===== config.mk =====
export PLATFORM = sky130hd
export DESIGN_NAME = axi_to_mem_bridge
export DESIGN_NICKNAME = d
export VERILOG_FILES = /design/src/logic/axi_mem_pkg.sv /design/src/logic/sync_fifo.sv /design/src/logic/burst_tracker.sv /design/src/logic/rw_arbiter.sv /design/src/logic/mem_port.sv /design/src/logic/resp_router.sv /design/src/logic/axi_to_mem_bridge.sv
export VERILOG_INCLUDE_DIRS = /design/src /design/src/include
export SDC_FILE = /design/constraint.sdc
export NUM_CORES = 1
export LEC_CHECK = 0
export BUFFER_PORTS_ARGS = -buffer_cell sky130_fd_sc_hd__buf_4
export CAP_MARGIN = 0
export CORE_ASPECT_RATIO = 0.5
export CORE_UTILIZATION = 40
export DETAILED_ROUTE_END_ITERATION = 8
export GPL_ROUTABILITY_DRIVEN = 0
export HOLD_SLACK_MARGIN = 0.15
export PLACE_DENSITY_LB_ADDON = 0.08
export RECOVER_POWER = 50
export SLEW_MARGIN = 20
export SYNTH_ARGS = -nofsm -noshare
export SYNTH_HDL_FRONTEND = slang
export SYNTH_HIERARCHICAL = 1
export SYNTH_SLANG_ARGS = --single-unit

===== constraint.sdc =====
create_clock -name clk_i -period 11.8 [get_ports clk_i]
set_input_delay 1.18 -clock clk_i [delete_from_list [all_inputs] [get_ports clk_i]]
set_output_delay 1.18 -clock clk_i [all_outputs]
set_load 0.005 [all_outputs]

===== src/include/axi_mem_defines.svh =====
// AXI memory bridge widths
`ifndef AXI_MEM_DEFINES_SVH
`define AXI_MEM_DEFINES_SVH

// Byte address width of the memory port.
`define AXI_MEM_ADDR_W 16

// Data width, one full word per beat.
`define AXI_MEM_DATA_W 32

// Transaction ID width.
`define AXI_MEM_ID_W 4

// Burst length field, beats minus one.
`define AXI_MEM_LEN_W 8

// Memory responses held in flight or buffered.
`define AXI_MEM_BUF_DEPTH 2

`endif


===== src/logic/axi_mem_pkg.sv =====
// AXI memory bridge types
`default_nettype none

`include "axi_mem_defines.svh"

package axi_mem_pkg;

  // Plain vectors for each meaningful width.
  typedef logic [`AXI_MEM_ADDR_W-1:0]   addr_t;
  typedef logic [`AXI_MEM_DATA_W-1:0]   data_t;
  typedef logic [`AXI_MEM_DATA_W/8-1:0] strb_t;
  typedef logic [`AXI_MEM_ID_W-1:0]     id_t;
  typedef logic [`AXI_MEM_LEN_W-1:0]    len_t;

  // AR and AW command, INCR bursts of full words only.
  typedef struct packed {
    id_t   id;
    addr_t addr;
    len_t  len;
  } ax_chan_t;

  // Write data beat.
  typedef struct packed {
    data_t data;
    strb_t strb;
  } w_chan_t;

  // Read data beat.
  typedef struct packed {
    data_t data;
    id_t   id;
    logic  last;
  } r_chan_t;

  // Write response, always OKAY.
  typedef struct packed {
    id_t id;
  } b_chan_t;

  // One beat out of a tracker.
  typedef struct packed {
    addr_t addr;
    id_t   id;
    logic  last;
    logic  write;
  } beat_t;

  // What the response side needs per beat.
  typedef struct packed {
    id_t  id;
    logic last;
    logic write;
  } meta_t;

  // Single word request to memory.
  typedef struct packed {
    addr_t addr;
    data_t wdata;
    strb_t strb;
    logic  we;
  } mem_req_t;

  typedef enum logic {
    IDLE,
    BURST
  } tracker_state_t;

endpackage

`default_nettype wire


===== src/logic/sync_fifo.sv =====
// Fall-through FIFO
`timescale 1ns/1ps
`default_nettype none

module sync_fifo #(
  parameter int unsigned WIDTH = 8,
  parameter int unsigned DEPTH = 2
) (
  input  logic             clk_i,
  input  logic             arst_n_i,
  input  logic [WIDTH-1:0] data_i,
  input  logic             valid_i,
  output logic             ready_o,
  output logic [WIDTH-1:0] data_o,
  output logic             valid_o,
  input  logic             ready_i
);

  localparam int unsigned PTR_W = (DEPTH > 1) ? $clog2(DEPTH) : 1;
  localparam int unsigned CNT_W = $clog2(DEPTH + 1);

  logic [WIDTH-1:0] mem_q [DEPTH];
  logic [PTR_W-1:0] wr_ptr_q, rd_ptr_q;
  logic [CNT_W-1:0] cnt_q;
  logic             empty;
  logic             push, pop;

  assign empty   = (cnt_q == '0);
  assign ready_o = (cnt_q < CNT_W'(DEPTH));
  assign valid_o = ~empty | valid_i;
  // Empty FIFO passes input straight through.
  assign data_o  = empty ? data_i : mem_q[rd_ptr_q];

  // Bypassed words are never stored.
  assign push = valid_i & ready_o & ~(empty & ready_i);
  assign pop  = ~empty & ready_i;

  always_ff @(posedge clk_i or negedge arst_n_i) begin
    if (!arst_n_i) begin
      wr_ptr_q <= '0;
      rd_ptr_q <= '0;
      cnt_q    <= '0;
    end else begin
      if (push) begin
        wr_ptr_q <= (wr_ptr_q == PTR_W'(DEPTH - 1)) ? '0 : wr_ptr_q + 1'b1;
      end
      if (pop) begin
        rd_ptr_q <= (rd_ptr_q == PTR_W'(DEPTH - 1)) ? '0 : rd_ptr_q + 1'b1;
      end
      cnt_q <= cnt_q + CNT_W'(push) - CNT_W'(pop);
    end
  end

  // Storage.
  always_ff @(posedge clk_i) begin
    if (push) begin
      mem_q[wr_ptr_q] <= data_i;
    end
  end

endmodule

`default_nettype wire


===== src/logic/burst_tracker.sv =====
// Burst beat generator
`timescale 1ns/1ps
`default_nettype none

module burst_tracker import axi_mem_pkg::*; #(
  // Marks every beat as a write.
  parameter bit IS_WRITE = 1'b0
) (
  input  logic     clk_i,
  input  logic     arst_n_i,
  input  ax_chan_t cmd_i,
  input  logic     cmd_valid_i,
  output logic     cmd_ready_o,
  output beat_t    beat_o,
  output logic     beat_valid_o,
  input  logic     beat_ready_i,
  output logic     in_burst_o
);

  // Bytes per word.
  localparam int unsigned WORD_BYTES = $bits(strb_t);

  tracker_state_t state_q, state_d;
  len_t           cnt_q, cnt_d;
  addr_t          addr_q;
  id_t            id_q;
  logic           beat_hs;

  assign beat_hs    = beat_valid_o & beat_ready_i;
  assign in_burst_o = (state_q == BURST);

  always_comb begin
    state_d      = state_q;
    cnt_d        = cnt_q;
    cmd_ready_o  = 1'b0;
    beat_o.write = IS_WRITE;
    if (state_q == IDLE) begin
      // First beat straight from the command, word aligned.
      beat_o.addr  = cmd_i.addr & ~addr_t'(WORD_BYTES - 1);
      beat_o.id    = cmd_i.id;
      beat_o.last  = (cmd_i.len == '0);
      beat_valid_o = cmd_valid_i;
      // Command is taken together with its first beat.
      cmd_ready_o  = beat_hs;
      if (beat_hs && cmd_i.len != '0) begin
        state_d = BURST;
        cnt_d   = cmd_i.len;
      end
    end else begin
      // Later beats step one word.
      beat_o.addr  = addr_q + addr_t'(WORD_BYTES);
      beat_o.id    = id_q;
      beat_o.last  = (cnt_q == len_t'(1));
      beat_valid_o = 1'b1;
      if (beat_hs) begin
        cnt_d = cnt_q - len_t'(1);
        if (beat_o.last) begin
          state_d = IDLE;
        end
      end
    end
  end

  always_ff @(posedge clk_i or negedge arst_n_i) begin
    if (!arst_n_i) begin
      state_q <= IDLE;
      cnt_q   <= '0;
    end else begin
      state_q <= state_d;
      cnt_q   <= cnt_d;
    end
  end

  // Address and ID of the last accepted beat.
  always_ff @(posedge clk_i) begin
    if (beat_hs) begin
      addr_q <= beat_o.addr;
      id_q   <= beat_o.id;
    end
  end

endmodule

`default_nettype wire


===== src/logic/rw_arbiter.sv =====
// Read and write beat arbiter
`timescale 1ns/1ps
`default_nettype none

module rw_arbiter import axi_mem_pkg::*; (
  input  logic     clk_i,
  input  logic     arst_n_i,
  input  beat_t    rd_beat_i,
  input  beat_t    wr_beat_i,
  input  logic     rd_valid_i,
  input  logic     wr_valid_i,
  output logic     rd_ready_o,
  output logic     wr_ready_o,
  input  logic     rd_in_burst_i,
  input  logic     wr_in_burst_i,
  input  w_chan_t  w_i,
  input  logic     w_valid_i,
  output logic     w_ready_o,
  output mem_req_t req_o,
  output meta_t    meta_o,
  output logic     req_valid_o,
  input  logic     req_ready_i,
  output logic     meta_valid_o,
  input  logic     meta_ready_i
);

  logic  wr_cand, rd_cand;
  logic  sel_d, sel_q;
  logic  lock_q;
  logic  arb_valid, arb_ready;
  beat_t beat;

  // Write beats need their W data present.
  assign wr_cand = wr_valid_i & w_valid_i;
  assign rd_cand = rd_valid_i;

  // Select, 1 picks the write side.
  always_comb begin
    sel_d = sel_q;
    if (!lock_q) begin
      if (wr_cand ^ rd_cand) begin
        sel_d = wr_cand;
      end else if (wr_cand && rd_cand) begin
        if (wr_beat_i.last && !rd_beat_i.last) begin
          // Single write ahead of a read burst.
          sel_d = 1'b1;
        end else if (wr_in_burst_i) begin
          sel_d = 1'b1;
        end else if (rd_in_burst_i) begin
          sel_d = 1'b0;
        end else begin
          // Alternate.
          sel_d = ~sel_q;
        end
      end
    end
  end

  assign beat      = sel_d ? wr_beat_i : rd_beat_i;
  assign arb_valid = sel_d ? wr_cand : rd_cand;

  // Fork, a beat goes to both outputs or to neither.
  assign arb_ready    = req_ready_i & meta_ready_i;
  assign req_valid_o  = arb_valid & meta_ready_i;
  assign meta_valid_o = arb_valid & req_ready_i;

  assign rd_ready_o = ~sel_d & rd_cand & arb_ready;
  assign wr_ready_o = sel_d & wr_cand & arb_ready;
  assign w_ready_o  = sel_d & wr_cand & arb_ready;

  assign req_o = '{
    addr:  beat.addr,
    wdata: w_i.data,
    strb:  w_i.strb,
    we:    beat.write
  };

  assign meta_o = '{
    id:    beat.id,
    last:  beat.last,
    write: beat.write
  };

  // Lock holds the choice over a stall.
  always_ff @(posedge clk_i or negedge arst_n_i) begin
    if (!arst_n_i) begin
      sel_q  <= 1'b0;
      lock_q <= 1'b0;
    end else begin
      sel_q  <= sel_d;
      lock_q <= arb_valid & ~arb_ready;
    end
  end

endmodule

`default_nettype wire


===== src/logic/mem_port.sv =====
// Memory request port with response credit
`timescale 1ns/1ps
`default_nettype none

`include "axi_mem_defines.svh"

module mem_port import axi_mem_pkg::*; (
  input  logic     clk_i,
  input  logic     arst_n_i,
  input  mem_req_t req_i,
  input  logic     req_valid_i,
  output logic     req_ready_o,
  output logic     mem_req_o,
  input  logic     mem_gnt_i,
  output addr_t    mem_addr_o,
  output data_t    mem_wdata_o,
  output strb_t    mem_strb_o,
  output logic     mem_we_o,
  input  logic     mem_rvalid_i,
  input  data_t    mem_rdata_i,
  output data_t    resp_o,
  output logic     resp_valid_o,
  input  logic     resp_ready_i
);

  localparam int unsigned CRD_W = $clog2(`AXI_MEM_BUF_DEPTH + 1);

  logic [CRD_W-1:0] credit_q;
  logic             credit_ok;
  logic             granted, popped;

  // Room for one more response.
  assign credit_ok = (credit_q < CRD_W'(`AXI_MEM_BUF_DEPTH));

  // Request falls through and holds until granted.
  assign mem_req_o   = req_valid_i & credit_ok;
  assign req_ready_o = credit_ok & mem_gnt_i;
  assign mem_addr_o  = req_i.addr;
  assign mem_wdata_o = req_i.wdata;
  assign mem_strb_o  = req_i.strb;
  assign mem_we_o    = req_i.we;

  assign granted = mem_req_o & mem_gnt_i;
  assign popped  = resp_valid_o & resp_ready_i;

  // Outstanding plus buffered responses.
  always_ff @(posedge clk_i or negedge arst_n_i) begin
    if (!arst_n_i) begin
      credit_q <= '0;
    end else begin
      credit_q <= credit_q + CRD_W'(granted) - CRD_W'(popped);
    end
  end

  // Credit keeps this buffer from overflowing.
  sync_fifo #(
    .WIDTH ($bits(data_t)),
    .DEPTH (`AXI_MEM_BUF_DEPTH)
  ) resp_fifo (
    .clk_i    (clk_i),
    .arst_n_i (arst_n_i),
    .data_i   (mem_rdata_i),
    .valid_i  (mem_rvalid_i),
    .ready_o  (),
    .data_o   (resp_o),
    .valid_o  (resp_valid_o),
    .ready_i  (resp_ready_i)
  );

endmodule

`default_nettype wire


===== src/logic/resp_router.sv =====
// Response router to R and B
`timescale 1ns/1ps
`default_nettype none

module resp_router import axi_mem_pkg::*; (
  input  meta_t   meta_i,
  input  logic    meta_valid_i,
  output logic    meta_ready_o,
  input  data_t   resp_i,
  input  logic    resp_valid_i,
  output logic    resp_ready_o,
  output r_chan_t r_o,
  output logic    r_valid_o,
  input  logic    r_ready_i,
  output b_chan_t b_o,
  output logic    b_valid_o,
  input  logic    b_ready_i
);

  logic join_valid;
  logic out_ready;

  // Both heads needed.
  assign join_valid = meta_valid_i & resp_valid_i;

  assign r_valid_o = join_valid & ~meta_i.write;
  assign b_valid_o = join_valid & meta_i.write & meta_i.last;

  // Non-last write beats drop out here.
  always_comb begin
    if (!meta_i.write) begin
      out_ready = r_ready_i;
    end else if (meta_i.last) begin
      out_ready = b_ready_i;
    end else begin
      out_ready = 1'b1;
    end
  end

  // Pop both heads together.
  assign meta_ready_o = resp_valid_i & out_ready;
  assign resp_ready_o = meta_valid_i & out_ready;

  assign r_o = '{data: resp_i, id: meta_i.id, last: meta_i.last};
  assign b_o = '{id: meta_i.id};

endmodule

`default_nettype wire


===== src/logic/axi_to_mem_bridge.sv =====
// AXI to memory bridge top
`timescale 1ns/1ps
`default_nettype none

`include "axi_mem_defines.svh"

module axi_to_mem_bridge import axi_mem_pkg::*; (
  input  logic     clk_i,
  input  logic     arst_n_i,
  input  ax_chan_t ar_i,
  input  logic     ar_valid_i,
  output logic     ar_ready_o,
  input  ax_chan_t aw_i,
  input  logic     aw_valid_i,
  output logic     aw_ready_o,
  input  w_chan_t  w_i,
  input  logic     w_valid_i,
  output logic     w_ready_o,
  output r_chan_t  r_o,
  output logic     r_valid_o,
  input  logic     r_ready_i,
  output b_chan_t  b_o,
  output logic     b_valid_o,
  input  logic     b_ready_i,
  output logic     mem_req_o,
  input  logic     mem_gnt_i,
  output addr_t    mem_addr_o,
  output data_t    mem_wdata_o,
  output strb_t    mem_strb_o,
  output logic     mem_we_o,
  input  logic     mem_rvalid_i,
  input  data_t    mem_rdata_i
);

  beat_t    rd_beat, wr_beat;
  logic     rd_beat_valid, rd_beat_ready, rd_in_burst;
  logic     wr_beat_valid, wr_beat_ready, wr_in_burst;
  mem_req_t arb_req;
  meta_t    arb_meta, head_meta;
  logic     req_valid, req_ready;
  logic     meta_valid, meta_ready;
  logic     head_meta_valid, head_meta_ready;
  data_t    resp;
  logic     resp_valid, resp_ready;

  // AR into read beats.
  burst_tracker #(.IS_WRITE(1'b0)) rd_tracker (
    .clk_i        (clk_i),
    .arst_n_i     (arst_n_i),
    .cmd_i        (ar_i),
    .cmd_valid_i  (ar_valid_i),
    .cmd_ready_o  (ar_ready_o),
    .beat_o       (rd_beat),
    .beat_valid_o (rd_beat_valid),
    .beat_ready_i (rd_beat_ready),
    .in_burst_o   (rd_in_burst)
  );

  // AW into write beats.
  burst_tracker #(.IS_WRITE(1'b1)) wr_tracker (
    .clk_i        (clk_i),
    .arst_n_i     (arst_n_i),
    .cmd_i        (aw_i),
    .cmd_valid_i  (aw_valid_i),
    .cmd_ready_o  (aw_ready_o),
    .beat_o       (wr_beat),
    .beat_valid_o (wr_beat_valid),
    .beat_ready_i (wr_beat_ready),
    .in_burst_o   (wr_in_burst)
  );

  rw_arbiter rw_arbiter_i (
    .clk_i         (clk_i),
    .arst_n_i      (arst_n_i),
    .rd_beat_i     (rd_beat),
    .wr_beat_i     (wr_beat),
    .rd_valid_i    (rd_beat_valid),
    .wr_valid_i    (wr_beat_valid),
    .rd_ready_o    (rd_beat_ready),
    .wr_ready_o    (wr_beat_ready),
    .rd_in_burst_i (rd_in_burst),
    .wr_in_burst_i (wr_in_burst),
    .w_i           (w_i),
    .w_valid_i     (w_valid_i),
    .w_ready_o     (w_ready_o),
    .req_o         (arb_req),
    .meta_o        (arb_meta),
    .req_valid_o   (req_valid),
    .req_ready_i   (req_ready),
    .meta_valid_o  (meta_valid),
    .meta_ready_i  (meta_ready)
  );

  // One entry more than the response credit.
  sync_fifo #(
    .WIDTH ($bits(meta_t)),
    .DEPTH (`AXI_MEM_BUF_DEPTH + 1)
  ) meta_fifo (
    .clk_i    (clk_i),
    .arst_n_i (arst_n_i),
    .data_i   (arb_meta),
    .valid_i  (meta_valid),
    .ready_o  (meta_ready),
    .data_o   (head_meta),
    .valid_o  (head_meta_valid),
    .ready_i  (head_meta_ready)
  );

  mem_port mem_port_i (
    .clk_i        (clk_i),
    .arst_n_i     (arst_n_i),
    .req_i        (arb_req),
    .req_valid_i  (req_valid),
    .req_ready_o  (req_ready),
    .mem_req_o    (mem_req_o),
    .mem_gnt_i    (mem_gnt_i),
    .mem_addr_o   (mem_addr_o),
    .mem_wdata_o  (mem_wdata_o),
    .mem_strb_o   (mem_strb_o),
    .mem_we_o     (mem_we_o),
    .mem_rvalid_i (mem_rvalid_i),
    .mem_rdata_i  (mem_rdata_i),
    .resp_o       (resp),
    .resp_valid_o (resp_valid),
    .resp_ready_i (resp_ready)
  );

  resp_router resp_router_i (
    .meta_i       (head_meta),
    .meta_valid_i (head_meta_valid),
    .meta_ready_o (head_meta_ready),
    .resp_i       (resp),
    .resp_valid_i (resp_valid),
    .resp_ready_o (resp_ready),
    .r_o          (r_o),
    .r_valid_o    (r_valid_o),
    .r_ready_i    (r_ready_i),
    .b_o          (b_o),
    .b_valid_o    (b_valid_o),
    .b_ready_i    (b_ready_i)
  );

endmodule

`default_nettype wire


# [Yosys cells after proc, flatten, opt, wreduce, memory -nomap -nowiden]
# Memories as Yosys holds them, arrays and structs flattened.
# Index checks and enable logic that the tools add are counted.
[word_totals] output_inout_bits=100 regBits=72 in_bits=133 wordCells=137 memories=2 mem_bits_rw=82
[mem_list] name="mem_port_i.resp_fifo.mem_q" words=2 word_bits=32 rd=1 rd_ports_with_merged_regs=0 write_ports=1 line_no="sync_fifo.sv:22" rtl="logic [WIDTH-1:0] mem_q [DEPTH];"
[mem_list] name="meta_fifo.mem_q" words=3 word_bits=6 rd=1 rd_ports_with_merged_regs=0 write_ports=1 line_no="sync_fifo.sv:22"
[classes] magnitude_cmp=3 n_addsub=14 eq_ne=6 mux=40 bitwise_logic=40 n_reduce_logical=15
[ops] op="$mux 8" n=6
[ops] op="$mux 21" n=2
[ops] op="$add 16x3->16 const B" n=2
[ops] op="$mux 32" n=1
[ops] op="$and 1x1->1" n=29
[ops] op="$mux 1" n=27
[ops] op="$mux 22" n=1
[ops] op="$eq 8x1->1 const B" n=2
[ops] op="$logic_not 8->1" n=2
[ops] op="$reduce_bool 8->1" n=2
[ops] op="$sub 8x1->8 const B" n=2
[ops] op="$not 1->1" n=8
[ops] op="$add 2x1->2" n=3
[ops] op="$lt 2x2->1 const B" n=3
[ops] op="$mux 6" n=1
[ops] op="$sub 2x1->2" n=3
[ops] op="$add 2x1->2 const B" n=2
[ops] op="$eq 2x2->1 const B" n=2
[ops] op="$logic_and 1x1->1" n=4
[ops] op="$logic_not 2->1" n=2
[ops] op="$mux 2" n=2
[ops] op="$ne 2x2->1 const B" n=2
[ops] op="$reduce_and 2->1" n=2
[ops] op="$reduce_bool 2->1" n=2
[ops] op="4 further kinds" n=6

# [Logic depth before layout (Yosys ltp)]
# Gate-level depths: netlist of the first run.
[depth] word_depth=18 depth_mapped=21 ltp_nobuf=19

# [Hierarchy]
# Netlist of the first run, hierarchy kept.
[modules_own_cells] mod="burst_tracker" cells_each=167 seq_area_each_um2=825.8 area_per_inst_um2=1725.4 instances=2
[modules_own_cells] mod="sync_fifo (mem_port_i.resp_fifo)" cells_each=194 seq_area_each_um2=2021.9 area_per_inst_um2=2852.7 instances=1
[modules_own_cells] mod="sync_fifo (meta_fifo)" cells_each=75 seq_area_each_um2=690.7 area_per_inst_um2=1072.3 instances=1
[modules_own_cells] mod="rw_arbiter" cells_each=86 seq_area_each_um2=50.0 area_per_inst_um2=835.8 instances=1
[modules_own_cells] mod="mem_port" cells_each=63 seq_area_each_um2=50.0 area_per_inst_um2=531.8 instances=1
[modules_own_cells] mod="resp_router" cells_each=50 seq_area_each_um2=0.0 area_per_inst_um2=349.1 instances=1

# [Worst setup path after synthesis of the first run]
# No wires, ideal clock.
[synth_timing] path_type="input-to-reg" from="in aw_valid_i" to="mem mem_port_i/resp_fifo/mem_q[1][0] in the netlist's numbering, enable pin" path_buffers=0 t_arrival_ns=5.091 cell_stages=13 setup_time_ns=0.421 required_ns=11.379 slack_ns=6.288 cell_sequence="or2_2 nand2_1 inv_1 ha_1 or4b_4 o32ai_4 or2_2 a21boi_0 or3_2 o21ai_0 nor2_1 a21o_1 nor2_1"
[synth_between] elab_cells_between_ends=20 cone_classes="mux (11); bitwise (8); reduce/logical (1)"
[synth_lines] item="start, declared" line_no="axi_to_mem_bridge.sv:14" rtl="input logic aw_valid_i,"
[synth_lines] item="$mux 1 *" line_no="burst_tracker.sv:37" rtl="if (state_q == IDLE) begin"
[synth_lines] item="$and 1x1->1 *" line_no="rw_arbiter.sv:34" rtl="assign wr_cand = wr_valid_i & w_valid_i;"
[synth_lines] item="$logic_and 1x1->1" line_no="rw_arbiter.sv:43" rtl="end else if (wr_cand && rd_cand) begin"
[synth_lines] item="$mux 1" line_no="rw_arbiter.sv:43"
[synth_lines] item="$mux 1" line_no="rw_arbiter.sv:41" rtl="if (wr_cand ^ rd_cand) begin"
[synth_lines] item="$mux 1" line_no="rw_arbiter.sv:40" rtl="if (!lock_q) begin"
[synth_lines] item="$mux 1 *" line_no="rw_arbiter.sv:60" rtl="assign arb_valid = sel_d ? wr_cand : rd_cand;"
[synth_lines] item="$and 1x1->1 *" line_no="rw_arbiter.sv:65" rtl="assign meta_valid_o = arb_valid & req_ready_i;"
[synth_lines] item="named net meta_valid" line_no="axi_to_mem_bridge.sv:41" rtl="logic meta_valid, meta_ready;"
[synth_lines] item="(+1 left out)"
[synth_lines] item="named net head_meta_valid" line_no="axi_to_mem_bridge.sv:42" rtl="logic head_meta_valid, head_meta_ready;"
[synth_lines] item="$and 1x1->1 *" line_no="resp_router.sv:42" rtl="assign resp_ready_o = meta_valid_i & out_ready;"
[synth_lines] item="named net resp_ready" line_no="axi_to_mem_bridge.sv:44" rtl="logic resp_valid, resp_ready;"
[synth_lines] item="$and 1x1->1 *" line_no="sync_fifo.sv:35" rtl="assign push = valid_i & ready_o & ~(empty & ready_i);"
[synth_lines] item="$not 1->1 *" line_no="sync_fifo.sv:35"
[synth_lines] item="$and 1x1->1 *" line_no="sync_fifo.sv:35"
[synth_lines] item="$mux 1 *" line_no="sync_fifo.sv:56" rtl="if (push) begin"
[synth_lines] item="$mux 1 (not written as such) *" line_no="sync_fifo.sv:57" rtl="mem_q[wr_ptr_q] <= data_i;"
[synth_lines] item="end, declared" line_no="sync_fifo.sv:22"
# The timed path passes the listed nets; every way through them passes the cells marked *.

==> results of run 1 <==
==> cells by family after synthesis <==
group	after synthesis	share of synthesized area
AND/OR/NAND/NOR	213	0.126
adder cells (fa/ha/maj)	12	0.0165
multiplexers	84	0.107
buffers and inverters	183	0.142
other	2	0.000826
AO/OA/AOI/OAI	124	0.0864
flip-flops	154	0.491
XOR/XNOR	30	0.0305
==> final cells by class <==
class	count	area share
Clock buffer	19	0.0436
Clock inverter	13	0.0193
Multi-Input combinational cell	465	0.336
Inverter	21	0.00794
Sequential cell	154	0.450
Timing Repair Buffer	161	0.106
Tap cell	300	0.0378
==> layout by cell type (no fill, tap or decap), drive strengths merged, types with 5 or more instances in the layout <==
cell type / count
a21oi: 62
and2: 7
buf: 102
clkbuf: 78
dfrtp: 32
edfxtp: 122
ha: 12
inv: 24
mux2: 42
mux2i: 42
nand2: 29
nand3: 15
nor2: 84
nor2b: 6
nor3: 17
nor3b: 6
nor4: 12
o21ai: 35
xnor2: 24
xor2: 5
==> state kept, by name, indices dropped and copies added, names as in the netlist <==
signal	flops
mem_port_i/resp_fifo/cnt_q	2
wr_tracker/cnt_q	8
meta_fifo/wr_ptr_q	2
mem_port_i/resp_fifo/mem_q	64
rd_tracker/in_burst_o	1
mem_port_i/resp_fifo/wr_ptr_q	1
rd_tracker/id_q	4
rd_tracker/addr_q	16
mem_port_i/credit_q	2
wr_tracker/in_burst_o	1
rw_arbiter_i/lock_q	1
rd_tracker/cnt_q	8
meta_fifo/cnt_q	2
meta_fifo/rd_ptr_q	2
rw_arbiter_i/sel_q	1
meta_fifo/mem_q	18
wr_tracker/addr_q	16
mem_port_i/resp_fifo/rd_ptr_q	1
wr_tracker/id_q	4
==> stage by stage <==
stage               power, mW  cell area [sq um]  setup slack, ns  utilization
floorplan                1.55               9090             6.29            -
global placement         1.70               9490             5.99        0.432
detailed placement       1.71               9490             5.97        0.432
CTS                      2.31              10100             6.43        0.460
global route             2.40               9930             3.91        0.452
finish                   2.25               9930             4.58        0.452
==> metal layers <==
| metal | GRT usage | part of all wire | vias up | wire length [um] |
|---|---|---|---|---|
| met3 | 0.0466 | 0.053 | 17 | 967 |
| met1 | 0.215 | 0.48 | 2662 | 8740 |
| li1 | - | - | 2778 | - |
| met2 | 0.252 | 0.46 | 146 | 8370 |
| met4 | 0.0583 | 0.0089 | 0 | 162 |
| met5 | 0 | 0 | - | 0 |
==> where the power goes <==
group / total, mW / switching [mW] / internal [mW]
Clock: 0.581 / 0.225 / 0.356
Combinational: 0.844 / 0.409 / 0.435
Sequential: 0.820 / 0.0966 / 0.724
==> how the worst min path moves through the flow <==
stage | to | depth (start not counted)
2_1_floorplan | mem_port_i/credit_q[0] | 1
3_3_place_gp | mem_port_i/credit_q[0] | 1
3_5_place_dp | mem_port_i/credit_q[0] | 1
4_1_cts | mem_port_i/credit_q[0] | 1
5_1_grt | mem_port_i/credit_q[0] | 1
6_report | mem_port_i/credit_q[0] | 1
==> run metrics, run 1 <==
Fmax=between 100 and 150 MHz; critical path peak fanout=between 40 and 50; Yosys reg bits=154; grt ovf=0; Reg clk slew, reported paths=about 0.06 ns; most common cell in the netlist=buf_4; Die Ht=109 um; Cell Pwr Density=226 nW/um^2; top cell type by total area after synthesis=edfxtp_1; Crit-path slowest cell=clkbuf_1; failing checks=max-capacitance violations, max-slew violations; number of top-level pins=233; Worst EP arrival=~7.3 ns; Synth Flop Type=edfxtp_1; worst r2r dst=meta_fifo/mem_q[2][1]; yosys warns=6; crit start category=flip-flop; Worst Setup SP=wr_tracker/in_burst_o; CP endpoint=meta_fifo/mem_q[2][1]; DR WL/cell=~16 um; post-synth top area share=0.403; maximum root-to-sink buffer count=2; Gate Count Post-Synth=~800; placed cells=1101; total wire length=18200 um; fin crit share=0.612; Syn Nets=~950; port bufs=156; Detailed Place HPWL=12600 um; Reg2Reg Depth=17; Leakage Power=3.81 nW; largest net degree at the start of global routing=49; initial antenna violation count=0; chip width=between 200 and 250 um; Mapped Area=9090 sq um; Critical Path RT=11.85 ns; post-cts hold buffer count=0; Netlist cell types=~70; Worst VDD drop=0.0876 mV; Seq/Total Area, Yosys=0.491; count of pins over their slew limit=around 190; starting density of the core=0.414; Critical Path Max Stage Delay=~1.5 ns; Fin Setup TNS=0 ns; Max Clock Skew=0.00981 ns; FF/Latch Area=roughly 4500 sq um; TritonCTS buffer count=17; postcts setup bufs=0; Crit. End Element=flip-flop; area of the multi-input gates=3340 sq um; DRC=0; max-cap viol count=5; Fill cells=2092; final hold vios=0; DR pass1 iterations=5; H-tree levels=4; # setup viols final=0; Synth top cells by count=buf_4, edfxtp_1, nor2_1, a21oi_1, mux2i_1; Async S/R FF share, synth=0.208; Slew @ Worst Pin=2.09 ns; Critical Path Stages=17; first-pass GRT wire length=roughly 29000 um; FF-to-FF setup slack=4.58 ns; worst-skew pair later-pin latency=0.44 ns; post-CTS sizing=0; CTS sink cnt=154; Hold Startpoint=mem_port_i/credit_q[0]; GRT Total Usage=0.161; Antenna Nets Post-Route=0; # diodes=0; Iter 0 DRT Violations=282; Syn Area/Cell=11.3 sq um; Rows=38; CP Cell Sequence=clkbuf_1, or2_2, nand2_1, inv_1, ha_1, or4b_1, o32ai_1, nor2_4, clkbuf_1, mux2_1, nand2_1, o21ai_0, o21ai_0, nor2_1, or3b_4, nand3_4, nor3b_1; HP Class=flip-flop to flip-flop; Worst slew margin=-0.390; final net count=965; number of standard cells in the layout, taps in and fillers out=1133; Avg Vias per Cell=roughly 4.9; critical path class=flip-flop to flip-flop; DR vias=~5600; layout cells sized above 1=0.255; EDFF count, synth=approximately 120; status=finished with violations; minimum clock period after layout=7.22 ns; Core ar.=22000 sq um; root buffer cell=clkbuf_16; TritonCTS clock tree=done; reg2reg start=wr_tracker/in_burst_o; Buf/Inv on CP=3; Synth area leaders=edfxtp_1, buf_4, dfrtp_1; RSZ-0062 raised after global routing=false; synth-to-layout area growth=9.22%; vias in the first global route=about 5400; top cell family by delay on the critical path=simple AND/OR/NAND/NOR gates; hold slack=just under 0.5 ns; die area=23400 sq um
(Power assumes the default switching activity.)
==> run 2: changes to the inputs <==
==> constraint.sdc (replaced) <==
create_clock -name clk_i -period 7.5 [get_ports clk_i]
set_input_delay 0.75 -clock clk_i [delete_from_list [all_inputs] [get_ports clk_i]]
set_output_delay 0.75 -clock clk_i [all_outputs]
set_load 0.005 [all_outputs]
==> run metrics, run 2 (synthesis results as in run 1) <==
CTS sink cnt=154; max FFs per register=64; top cell family by delay on the critical path=simple AND/OR/NAND/NOR gates; DP Area=9490 sq um; pre-CTS setup slack=roughly 2.2 ns; Leakage Power=approximately 3.8 nW; Buf/Inv on CP=3; Rows=38; HP Class=flip-flop to flip-flop; DR vias=approximately 5600; Crit-path slowest cell=nor3b_1; number of top-level pins=233; die area=23400 sq um; Core ar.=between 20000 and 25000 sq um; Avg Vias per Cell=between 4 and 5; largest net degree at the start of global routing=51; Max Clock Skew=around 0.011 ns; count of pins over their slew limit=67; maximum root-to-sink buffer count=2; Worst EP arrival=5.37 ns; post-cts hold buffer count=0; Worst Hold Depth=1; critical path peak fanout=48; DR pass1 iterations=4; Slew @ Worst Pin=1.87 ns; commonest non-fill, non-tap cells in the layout=edfxtp_1, buf_4, nor2_1; postcts setup bufs=0; max-cap viol count=2; Critical Path Stages=17; Cell Pwr Density=346 nW/um^2; total wire length=18600 um; fin crit share=0.709; Reg2Reg Depth=17; Die Ht=around 110 um; top flop regs=mem_port_i/resp_fifo/mem_q (64), meta_fifo/mem_q (18); Critical Path RT=7.55 ns; status=finished with violations; initial antenna violation count=0; failing checks=max-capacitance violations, max-slew violations; # diodes=0; Crit. End Element=flip-flop; worst-skew pair later-pin latency=0.43 ns; final std cell area, no fill=9860 sq um; starting density of the core=0.414; TritonCTS buffer count=17; number of standard cells in the layout, taps in and fillers out=between 1000 and 1500; Fmax=about 190 MHz; chip width=around 220 um; fin util=0.449; Critical Path Max Stage Delay=roughly 0.82 ns; DR WL/cell=16.4 um; final hold vios=0; layout cells sized above 1=0.264; Iter 0 DRT Violations=about 300; Worst VDD drop=between 0.15 and 0.2 mV; placed cells=1101; DRC=0; root buffer cell=clkbuf_16; synth-to-layout area growth=8.41%; Reg clk slew, reported paths=0.06 ns; Largest Register=mem_port_i/resp_fifo/mem_q; Worst slew margin=-0.246; H-tree levels=4; Fin Setup TNS=0 ns; RSZ-0062 raised after global routing=false; critical path class=flip-flop to flip-flop; crit start category=flip-flop; final net count=965; TritonCTS clock tree=done; vias in the first global route=5290; GRT Total Usage=0.163; Detailed Place HPWL=approximately 13000 um; post-CTS sizing=0; commonest non-fill, non-tap cell in the layout=edfxtp_1; minimum clock period after layout=around 5.3 ns; # setup viols final=0; CP Cell Sequence=buf_4, or2_2, nand2_1, inv_1, ha_1, or4b_4, o32ai_1, nor2_4, buf_4, mux2_2, nand2_1, o21ai_0, o21ai_0, nor2_1, or3b_4, nand3_4, nor3b_1; first-pass GRT wire length=28800 um; PnR worst setup slack=2.18 ns; port bufs=156; grt ovf=0; Antenna Nets Post-Route=0
[run 2: cell types whose count changed in the layout (fill, tap and decap cells not counted), sizes merged]
| cell | change |
|---|---|
| buf | -3 |
| inv | -2 |
| clkinvlp | -1 |
| clkbuf | +4 |
| bufinv | -3 |
| clkinv | +5 |
[run 2: per-layer routing]
metal | global-route usage | part of all wire | vias to the layer above
met5 | 0 | 0 | -
met4 | 0.0446 | 0.0093 | 0
met3 | 0.0499 | 0.049 | 18
met2 | 0.254 | 0.45 | 120
met1 | 0.219 | 0.49 | 2662
li1 | - | - | 2771
[run 2: layout make-up]
type                    instances  area [sq um]
clock buffers                  20           437
clock inverters                12           100
fillers                      2092         12100
inverters                      21          78.8
multi-input cells             465          3340
flip-flops and latches        154          4460
well taps                     300           375
repair buffers                161          1070
[run 2: report_power, final]
part / switching [mW] / internal, mW
clock: 0.345 / 0.453
combinational: 0.643 / 0.681
sequential: 0.153 / 1.14
[run 2: final timing paths]
| check | start | end | slack, ns |
|---|---|---|---|
| max | wr_tracker/in_burst_o | meta_fifo/mem_q[2][0] | 2.18 |
| min | mem_port_i/credit_q[0] | mem_port_i/credit_q[0] | 0.49 |
| max reg2reg | wr_tracker/in_burst_o | meta_fifo/mem_q[2][0] | 2.18 |
| min reg2reg | mem_port_i/credit_q[0] | mem_port_i/credit_q[0] | 0.49 |
| max in group asynchronous | arst_n_i | mem_port_i/resp_fifo/rd_ptr_q | 5.59 |
| min in group asynchronous | arst_n_i | rd_tracker/cnt_q[0] | 0.82 |
[run 2: stage by stage]
stage	hold WS, ns	power (mW)
floorplan	0.454	2.45
global placement	0.465	2.67
detailed placement	0.480	2.69
CTS	0.249	3.51
global route	0.494	3.65
finish	0.488	3.41
==> run 3: changes to the inputs <==
==> constraint.sdc (replaced) <==
create_clock -name clk_i -period 4.6 [get_ports clk_i]
set_input_delay 0.46 -clock clk_i [delete_from_list [all_inputs] [get_ports clk_i]]
set_output_delay 0.46 -clock clk_i [all_outputs]
set_load 0.005 [all_outputs]
==> run metrics, run 3 (synthesis results as in run 1) <==
status=finished with violations; failing checks=max-capacitance violations, max-slew violations; Rows=38; Fmax=roughly 230 MHz; final hold vios=0; TritonCTS clock tree=done; H-tree levels=4; root buffer cell=clkbuf_16; port bufs=156; PnR worst setup slack=0.314 ns; maximum root-to-sink buffer count=2; starting density of the core=0.414; CP Cell Sequence=or3_4, nor3_1, nand4b_1, o21ai_0, nor2b_1, o32ai_4, nor2_4, mux2_2, nand2_1, o21ai_0, and3b_1, nor2_1, or3b_4, nand3_4, ha_1, inv_1, ha_1, xnor2_1, xnor2_1; Crit-path slowest cell=dfrtp_1; crit start category=flip-flop; final std cell area, no fill=10000 sq um; layout cells sized above 1=0.278; Worst EP arrival=4.62 ns; Critical Path Max Stage Delay=around 0.45 ns; largest net degree at the start of global routing=51; chip width=215 um; Detailed Place HPWL=12900 um; RSZ-0062 raised after global routing=false; Crit. End Element=flip-flop; worst-skew pair later-pin latency=between 0.4 and 0.5 ns; vias in the first global route=5564; DRC=0; top flop regs=mem_port_i/resp_fifo/mem_q (64), meta_fifo/mem_q (18); # setup viols final=0; minimum clock period after layout=4.29 ns; Antenna Nets Post-Route=0; count of pins over their slew limit=67; max FFs per register=64; GRT Total Usage=0.163; Cell Pwr Density=567 nW/um^2; TritonCTS buffer count=17; critical path peak fanout=7; fin crit share=0.932; Leakage Power=3.87 nW; critical path class=flip-flop to flip-flop; final net count=a little under 1000; max-cap viol count=2; die area=about 23000 sq um; total wire length=18400 um; Avg Vias per Cell=slightly below 5; pre-CTS setup slack=between 0.15 and 0.2 ns; HP Class=primary input to flip-flop; DR vias=5628; commonest non-fill, non-tap cells in the layout=edfxtp_1, buf_4, nor2_1; grt ovf=0; first-pass GRT wire length=about 29000 um; initial antenna violation count=0; Die Ht=between 100 and 150 um; number of top-level pins=between 200 and 250; DR WL/cell=16.1 um; Iter 0 DRT Violations=340; Slew @ Worst Pin=between 1.5 and 2 ns; DP Area=9600 sq um; Reg clk slew, reported paths=0.06 ns; Core ar.=22000 sq um; # diodes=0; Max Clock Skew=between 0.009 and 0.01 ns; DR pass1 iterations=4; Critical Path RT=4.94 ns; Worst slew margin=-0.266; fin util=0.457; CTS sink cnt=154; Largest Register=mem_port_i/resp_fifo/mem_q; Worst VDD drop=around 0.23 mV; synth-to-layout area growth=10.4%; post-CTS sizing=0; commonest non-fill, non-tap cell in the layout=edfxtp_1
## run 3: layer usage
metal,track usage,routed length (um),vias to the layer above
met5,0,0,-
met4,0.0552,197,0
met3,0.0457,984,18
met2,0.255,8290,145
met1,0.219,8960,2669
li1,-,-,2796
## run 3: repair_timing
action | in CTS | in global routing
hold buffers | 1 | 0
endpoints found under the hold margin | 32 | 0
setup buffers | 0 | 0
## run 3: stage by stage
| stage | hold slack (ns) | power, mW | setup TNS (ns) | std cells |
|---|---|---|---|---|
| floorplan | 0.164 | 3.99 | -32.13 | 802 |
| global placement | 0.448 | 4.42 | 0 | 1113 |
| detailed placement | 0.446 | 4.45 | 0 | 1113 |
| CTS | 0.201 | 5.83 | 0 | 1146 |
| global route | 0.248 | 6.10 | 0 | 1146 |
| finish | 0.271 | 5.69 | 0 | 1146 |
## run 3: final timing paths
path / from / to / slack (ns) / cells after the start
max: wr_tracker/cnt_q[3] / meta_fifo/cnt_q[1] / 0.31 / 19
min in group asynchronous: arst_n_i / rd_tracker/cnt_q[0] / 1.10 / 2
max reg2reg: wr_tracker/cnt_q[3] / meta_fifo/cnt_q[1] / 0.31 / 19
min: mem_rdata_i[30] / mem_port_i/resp_fifo/mem_q[1][30] / 0.27 / 1
max in group asynchronous: arst_n_i / mem_port_i/resp_fifo/rd_ptr_q / 2.40 / 2
min reg2reg: mem_port_i/credit_q[0] / mem_port_i/credit_q[0] / 0.50 / 1
## run 3: where the power goes
part           internal (mW)  switching, mW  total (mW)
registers               1.85          0.248        2.10
clock network          0.758          0.596        1.35
logic                   1.17           1.06        2.24
## run 3: critical path, delay by kind of cell, from the launching register on
kind	cells	cell delay, ns
AND/OR/NAND/NOR	10	2.27
flip-flops	1	0.45
AO/OA/AOI/OAI	3	0.40
multiplexers	1	0.38
adder cells (fa/ha/maj)	2	0.38
XOR/XNOR	2	0.27
buffers and inverters	1	0.05
## run 3: final cells by class
| cell class | instances | area, sq um |
|---|---|---|
| clock buffer | 18 | 429 |
| clock inverter | 14 | 138 |
| fill | 2096 | 11900 |
| inverter | 21 | 78.8 |
| multi-input combinational | 465 | 3350 |
| sequential | 154 | 4460 |
| tap | 300 | 375 |
| timing repair buffer | 174 | 1190 |
